### config.mk
export PLATFORM = sky130hd
export DESIGN_NAME = dcache_tag_stage
export DESIGN_NICKNAME = d
export VERILOG_FILES = /design/src/hdl/dcache_pkg.sv /design/src/hdl/dcache_tag_stage.sv
export VERILOG_INCLUDE_DIRS = /design/src /design/src/hdl
export SDC_FILE = /design/constraint.sdc
export NUM_CORES = 1
export LEC_CHECK = 0
export BUFFER_PORTS_ARGS = -buffer_cell sky130_fd_sc_hd__buf_2
export CORE_UTILIZATION = 30
export DETAILED_ROUTE_END_ITERATION = 16
export PLACE_DENSITY = 0.48
export SETUP_SLACK_MARGIN = 0.5
export SYNTH_ARGS = -nofsm -noshare
export SYNTH_HDL_FRONTEND = slang
export SYNTH_SLANG_ARGS = --single-unit
### constraint.sdc
create_clock -name clk -period 2.6 [get_ports clk]
set_input_delay 0 -clock clk [delete_from_list [all_inputs] [get_ports clk]]
set_output_delay 0 -clock clk [all_outputs]
set_load 0.005 [all_outputs]
### src/hdl/dcache_defines.svh
// Cache geometry and address field widths included by every file of the data cache
`ifndef DCACHE_DEFINES_SVH
`define DCACHE_DEFINES_SVH

// Set associativity and set count
`define L1D_WAYS 4
`define L1D_SETS 16

// Line geometry
`define CACHE_LINE_BYTES 64
`define CACHE_LINE_WORDS 16
`define CACHE_LINE_BITS 512
`define CACHE_LINE_OFFSET_WIDTH 6

// Physical address split into tag, set and offset
`define SET_IDX_WIDTH 4
`define TAG_WIDTH 22

`define THREADS_PER_CORE 4

`endif
### src/hdl/dcache_pkg.sv
// Shared request, fill and response types imported by every module of the data cache
`default_nettype none

`include "dcache_defines.svh"

package dcache_pkg;

    typedef enum logic [1:0]
    {
        MEM_B,
        MEM_S,
        MEM_L,
        MEM_SYNC
    } mem_access_t;

    typedef logic [$clog2(`THREADS_PER_CORE) - 1:0] thread_idx_t;
    typedef logic [`TAG_WIDTH - 1:0] l1d_tag_t;
    typedef logic [`SET_IDX_WIDTH - 1:0] l1d_set_idx_t;
    typedef logic [$clog2(`L1D_WAYS) - 1:0] l1d_way_idx_t;

    // Physical address with the tag in the upper bits
    typedef struct packed
    {
        l1d_tag_t tag;
        l1d_set_idx_t set_idx;
        logic [`CACHE_LINE_OFFSET_WIDTH - 1:0] offset;
    } l1d_addr_t;

    typedef logic [31 - `CACHE_LINE_OFFSET_WIDTH:0] cache_line_index_t;

    // Word 0 of the line sits in the top 32 bits
    typedef logic [`CACHE_LINE_BITS - 1:0] cache_line_data_t;

    // Bit 63 selects byte 0 of the line
    typedef logic [`CACHE_LINE_BYTES - 1:0] byte_mask_t;

    typedef struct packed
    {
        logic valid;
        mem_access_t access;
        logic is_load;
        thread_idx_t thread;
        l1d_addr_t addr;
        logic [31:0] store_value;
    } dcache_req_t;

    // Line fill from L2 that writes tag, valid bit and data together
    typedef struct packed
    {
        logic en;
        l1d_way_idx_t way;
        l1d_set_idx_t set_idx;
        l1d_tag_t tag;
        cache_line_data_t data;
    } l1d_fill_t;

    typedef struct packed
    {
        logic valid;
        thread_idx_t thread;
        logic load_hit;
        cache_line_data_t load_data;
        logic miss;
        logic near_miss;
        cache_line_index_t miss_addr;
        logic miss_sync;
        logic store_en;
        cache_line_index_t store_addr;
        byte_mask_t store_mask;
        cache_line_data_t store_data;
        logic store_sync;
        logic alignment_fault;
    } dcache_resp_t;

endpackage

`default_nettype wire

### src/hdl/dcache_tag_stage.sv
// First pipeline stage that holds tags and valid bits and looks up every way of the request's set
`default_nettype none

`include "dcache_defines.svh"

module dcache_tag_stage(
    input wire logic clk,
    input wire logic reset,
    input wire dcache_pkg::dcache_req_t req,
    input wire dcache_pkg::l1d_fill_t fill,
    output dcache_pkg::dcache_req_t dt_req,
    output dcache_pkg::l1d_tag_t way_tag [`L1D_WAYS],
    output logic [`L1D_WAYS - 1:0] way_valid);

    import dcache_pkg::*;

    l1d_tag_t tag_mem [`L1D_SETS][`L1D_WAYS];
    logic [`L1D_WAYS - 1:0] valid_mem [`L1D_SETS];
    dcache_req_t req_q;
    logic req_valid_q;

    // Tag storage only changes on a fill
    always_ff @(posedge clk)
    begin
        if (fill.en)
            tag_mem[fill.set_idx][fill.way] <= fill.tag;
    end

    always_ff @(posedge clk, posedge reset)
    begin
        if (reset)
        begin
            for (int s = 0; s < `L1D_SETS; s++)
                valid_mem[s] <= '0;
        end
        else if (fill.en)
            valid_mem[fill.set_idx][fill.way] <= 1'b1;
    end

    // A fill to the same set and way wins over the stored entry in the lookup
    always_ff @(posedge clk)
    begin
        req_q <= req;
        for (int w = 0; w < `L1D_WAYS; w++)
        begin
            if (fill.en && fill.set_idx == req.addr.set_idx
                && fill.way == l1d_way_idx_t'(w))
            begin
                way_tag[w] <= fill.tag;
                way_valid[w] <= 1'b1;
            end
            else
            begin
                way_tag[w] <= tag_mem[req.addr.set_idx][w];
                way_valid[w] <= valid_mem[req.addr.set_idx][w];
            end
        end
    end

    always_ff @(posedge clk, posedge reset)
    begin
        if (reset)
            req_valid_q <= 1'b0;
        else
            req_valid_q <= req.valid;
    end

    always_comb
    begin
        dt_req = req_q;
        dt_req.valid = req_valid_q;
    end

endmodule

`default_nettype wire

==> results.yml <==
yosys:
  synth_top_family_by_area: "multiplexers"
  synth_fp_nets: 2917
  synth_area_per_cell_um2: 24.9
  synth_xor_area_share_pct: 0.0611
  synthArstFlopShare_pct: 4.20
  syn_area_um2: 57400
  synth-simple-area-share_pct: 0.966
  synth-compound-area-share_pct: 0.742
  synth_top_flop_cell: "edfxtp_1"
  synth_mux_area_share_pct: 17.9
  yosys.area_share.adder_pct: 0
  synth_edf_count: 1408
  ys_types: 27
  seq_area_frac_synth_pct: 79.1
  netlist_instances: 2304
  yosysWarnings: 0
  ys_seq_elements: 1546
floorplanning:
  rows: 160
  die_w_um: 439
  fp.dieH_um: 439
  die_area_um2: 193000
  initial_core_util_pct: 30.2
  io_pins: 775
  coreArea_um2: 190000
worst_setup_path:
  startpoint_type: "flop"
  arrival_ps: 2980
  critical_path_class: "flop to output port"
  cp-end-kind: "output port"
  path_max_fanout: 6
  cp.required_ps: 2600
timing:
  tns_ps: -26590
  worst_slack_ps: -379
  relSlewSlack_pct: 14.6
  fin_crit_ps: 2980
  whs_ps: 32.4
  max_freq_mhz: 336
  slew_viol_final: 0
  rsz0062_at_grt: "yes"
  hold_violations: 0
  worst_slew_pin_slew_ps: 1280
  setup_viol: 88
  skew_ps: 12.6
  finalCritPeriodShare_pct: 115
route:
  drcViolationCount: 0
  vias: 27438
  drt_wl_total_um: 157000
  drt-wirelength-per-cell_um: 27.8
  postRouteAntennaNets: 0
  drt_first_pass_iters: 5
  viasPerCell: 4.87
  drtIter0Drc: 2456
clock_network:
  cts.path.max_buffers: 3
  clk-insertion-delay-late_ps: 780
  cts_tree: "done"
  cts_buffers: 166
  htreeDepth: 4
  cts_root_buffer: "clkbuf_16"
  clk_pin_slew_ps: 60
  cts_num_sinks: 1546
layout:
  final_util_pct: 38.0
  fin_cells: 5631
  syn_to_final_growth_pct: 25.8
  final_net_count: 3593
  fin_area_um2: 72200
  layout-drive-gt1-share_pct: 40.3
placement:
  dpl.hpwl_um: 80800
  placed_cells: 5094
  dp_slack_ps: 349
  placed_area_um2: 63000
  globalplace.congestion: 0.746
  buffer_ports.inserted: 262
power:
  leakagePower_nw: 23.5
  ir_drop_mv: 0.572
  powerDensity_nw_per_um2: 763
  power_mw: 55.1
min_path:
  hp-class: "input pin to flop"
grt:
  overflow: 0
  first_global_vias: 29093
  grt_max_degree: 68
  grt_pass1_wl_um: 218000
  antenna_found_initial: 14
  track_usage_pct: 16.1
outcome:
  outcome: "finished with violations"
  failed_checks: "setup timing"
job:
  max_cap_viol_count: 0
layer usage:
metal  up-vias  routed length [um]  global-route usage, %
li1      11288                   -                      -
met1     15059               64900                   21.1
met2       896               79200                   27.4
met3       193                9680                   3.28
met4         2                2700                   3.72
met5         -                   9                      0
timing repair:
action	in CTS	in global routing
endpoints found under the setup margin	89	132
endpoints found under the hold margin	880	0
cloned	27	10
hold buffers	168	0
buffers inserted	23	1
resized for setup	111	37
cell families after synthesis:
kind of cell / count (synthesis)
multiplexers: 460
buffers and inverters: 119
AO/OA/AOI/OAI: 56
flip-flops: 1546
AND/OR/NAND/NOR: 119
XOR/XNOR: 4
flip-flops by register name (all words and copies together), names as in the netlist:
signal	cells
tag_mem	1408
dt_req	69
valid_mem	64
way_valid	4
req_valid_q	1
cell type report:
cell class,count,area [um2]
antenna,6,15.0
clock buffer,207,4500
clock inverter,95,1020
fill,16849,118000
inverter,1,3.75
multi-input combinational,639,11500
sequential,1546,45400
tap,2511,3140
timing repair buffer,626,6590
report_power, final:
part	switching [mW]	internal, mW
registers	0.171	27.5
logic	1.74	1.82
clock network	9.65	14.2
worst paths after layout:
path,from,endpoint,slack (ps),cells after the start
max,dt_req[38]$_DFF_P_,way_tag[69],-380,7
min,fill[512],tag_mem[0][22]$_DFFE_PP_,30,1
max reg2reg,valid_mem[11]$_DFFE_PP0P_,way_valid[3]$_SDFF_PP1_,870,3
min reg2reg,valid_mem[8]$_DFFE_PP0P_,valid_mem[8]$_DFFE_PP0P_,460,1
max in group asynchronous,reset,valid_mem[55]$_DFFE_PP0P_,1160,5
min in group asynchronous,reset,req_valid_q$_DFF_PP0_,610,4
placed cells by master, fill, tap and decap left out, drive strengths merged, types with 2 or more instances in the layout:
cell	count
edfxtp	1408
mux4	452
buf	450
clkbuf	215
dlygate4sd3	167
dfxtp	73
nor2	67
dfrtp	65
clkinv	61
o21bai	44
or2	20
bufinv	19
nand2	14
clkinvlp	10
mux2	8
diode	6
inv	6
nand4b	4
nor2b	4
o22ai	4
a221oi	4
xnor2	4
o221ai	4
nand3	3
nand3b	2
nand4	2
worst max-delay path, stage by stage, from the launching register on:
cell and delay (ps):
dfxtp_4 410, buf_12 150, buf_16 170, buf_6 120
buf_16 130, mux4_2 500, mux4_2 550, buf_6 150
synth_stat cells (2+ instances only):
library cell | count | area share [%]
clkbuf_1 | 56 | 0.37
or2_2 | 20 | 0.22
nand4_1 | 2 | 0.022
buf_2 | 16 | 0.14
dfrtp_1 | 65 | 2.8
xnor2_1 | 4 | 0.061
buf_6 | 31 | 0.61
a221oi_1 | 4 | 0.061
buf_1 | 14 | 0.092
o22ai_1 | 4 | 0.044
mux4_2 | 452 | 18
nand3b_1 | 2 | 0.026
dfxtp_1 | 73 | 2.5
nand3_1 | 3 | 0.026
o221ai_1 | 4 | 0.061
nand2_1 | 14 | 0.092
mux2_2 | 8 | 0.16
nand4b_1 | 4 | 0.061
o21bai_1 | 44 | 0.58
edfxtp_1 | 1408 | 74
nor2_1 | 67 | 0.44
nor2b_1 | 4 | 0.044
No activity file was read; power rests on OpenSTA's default activity.
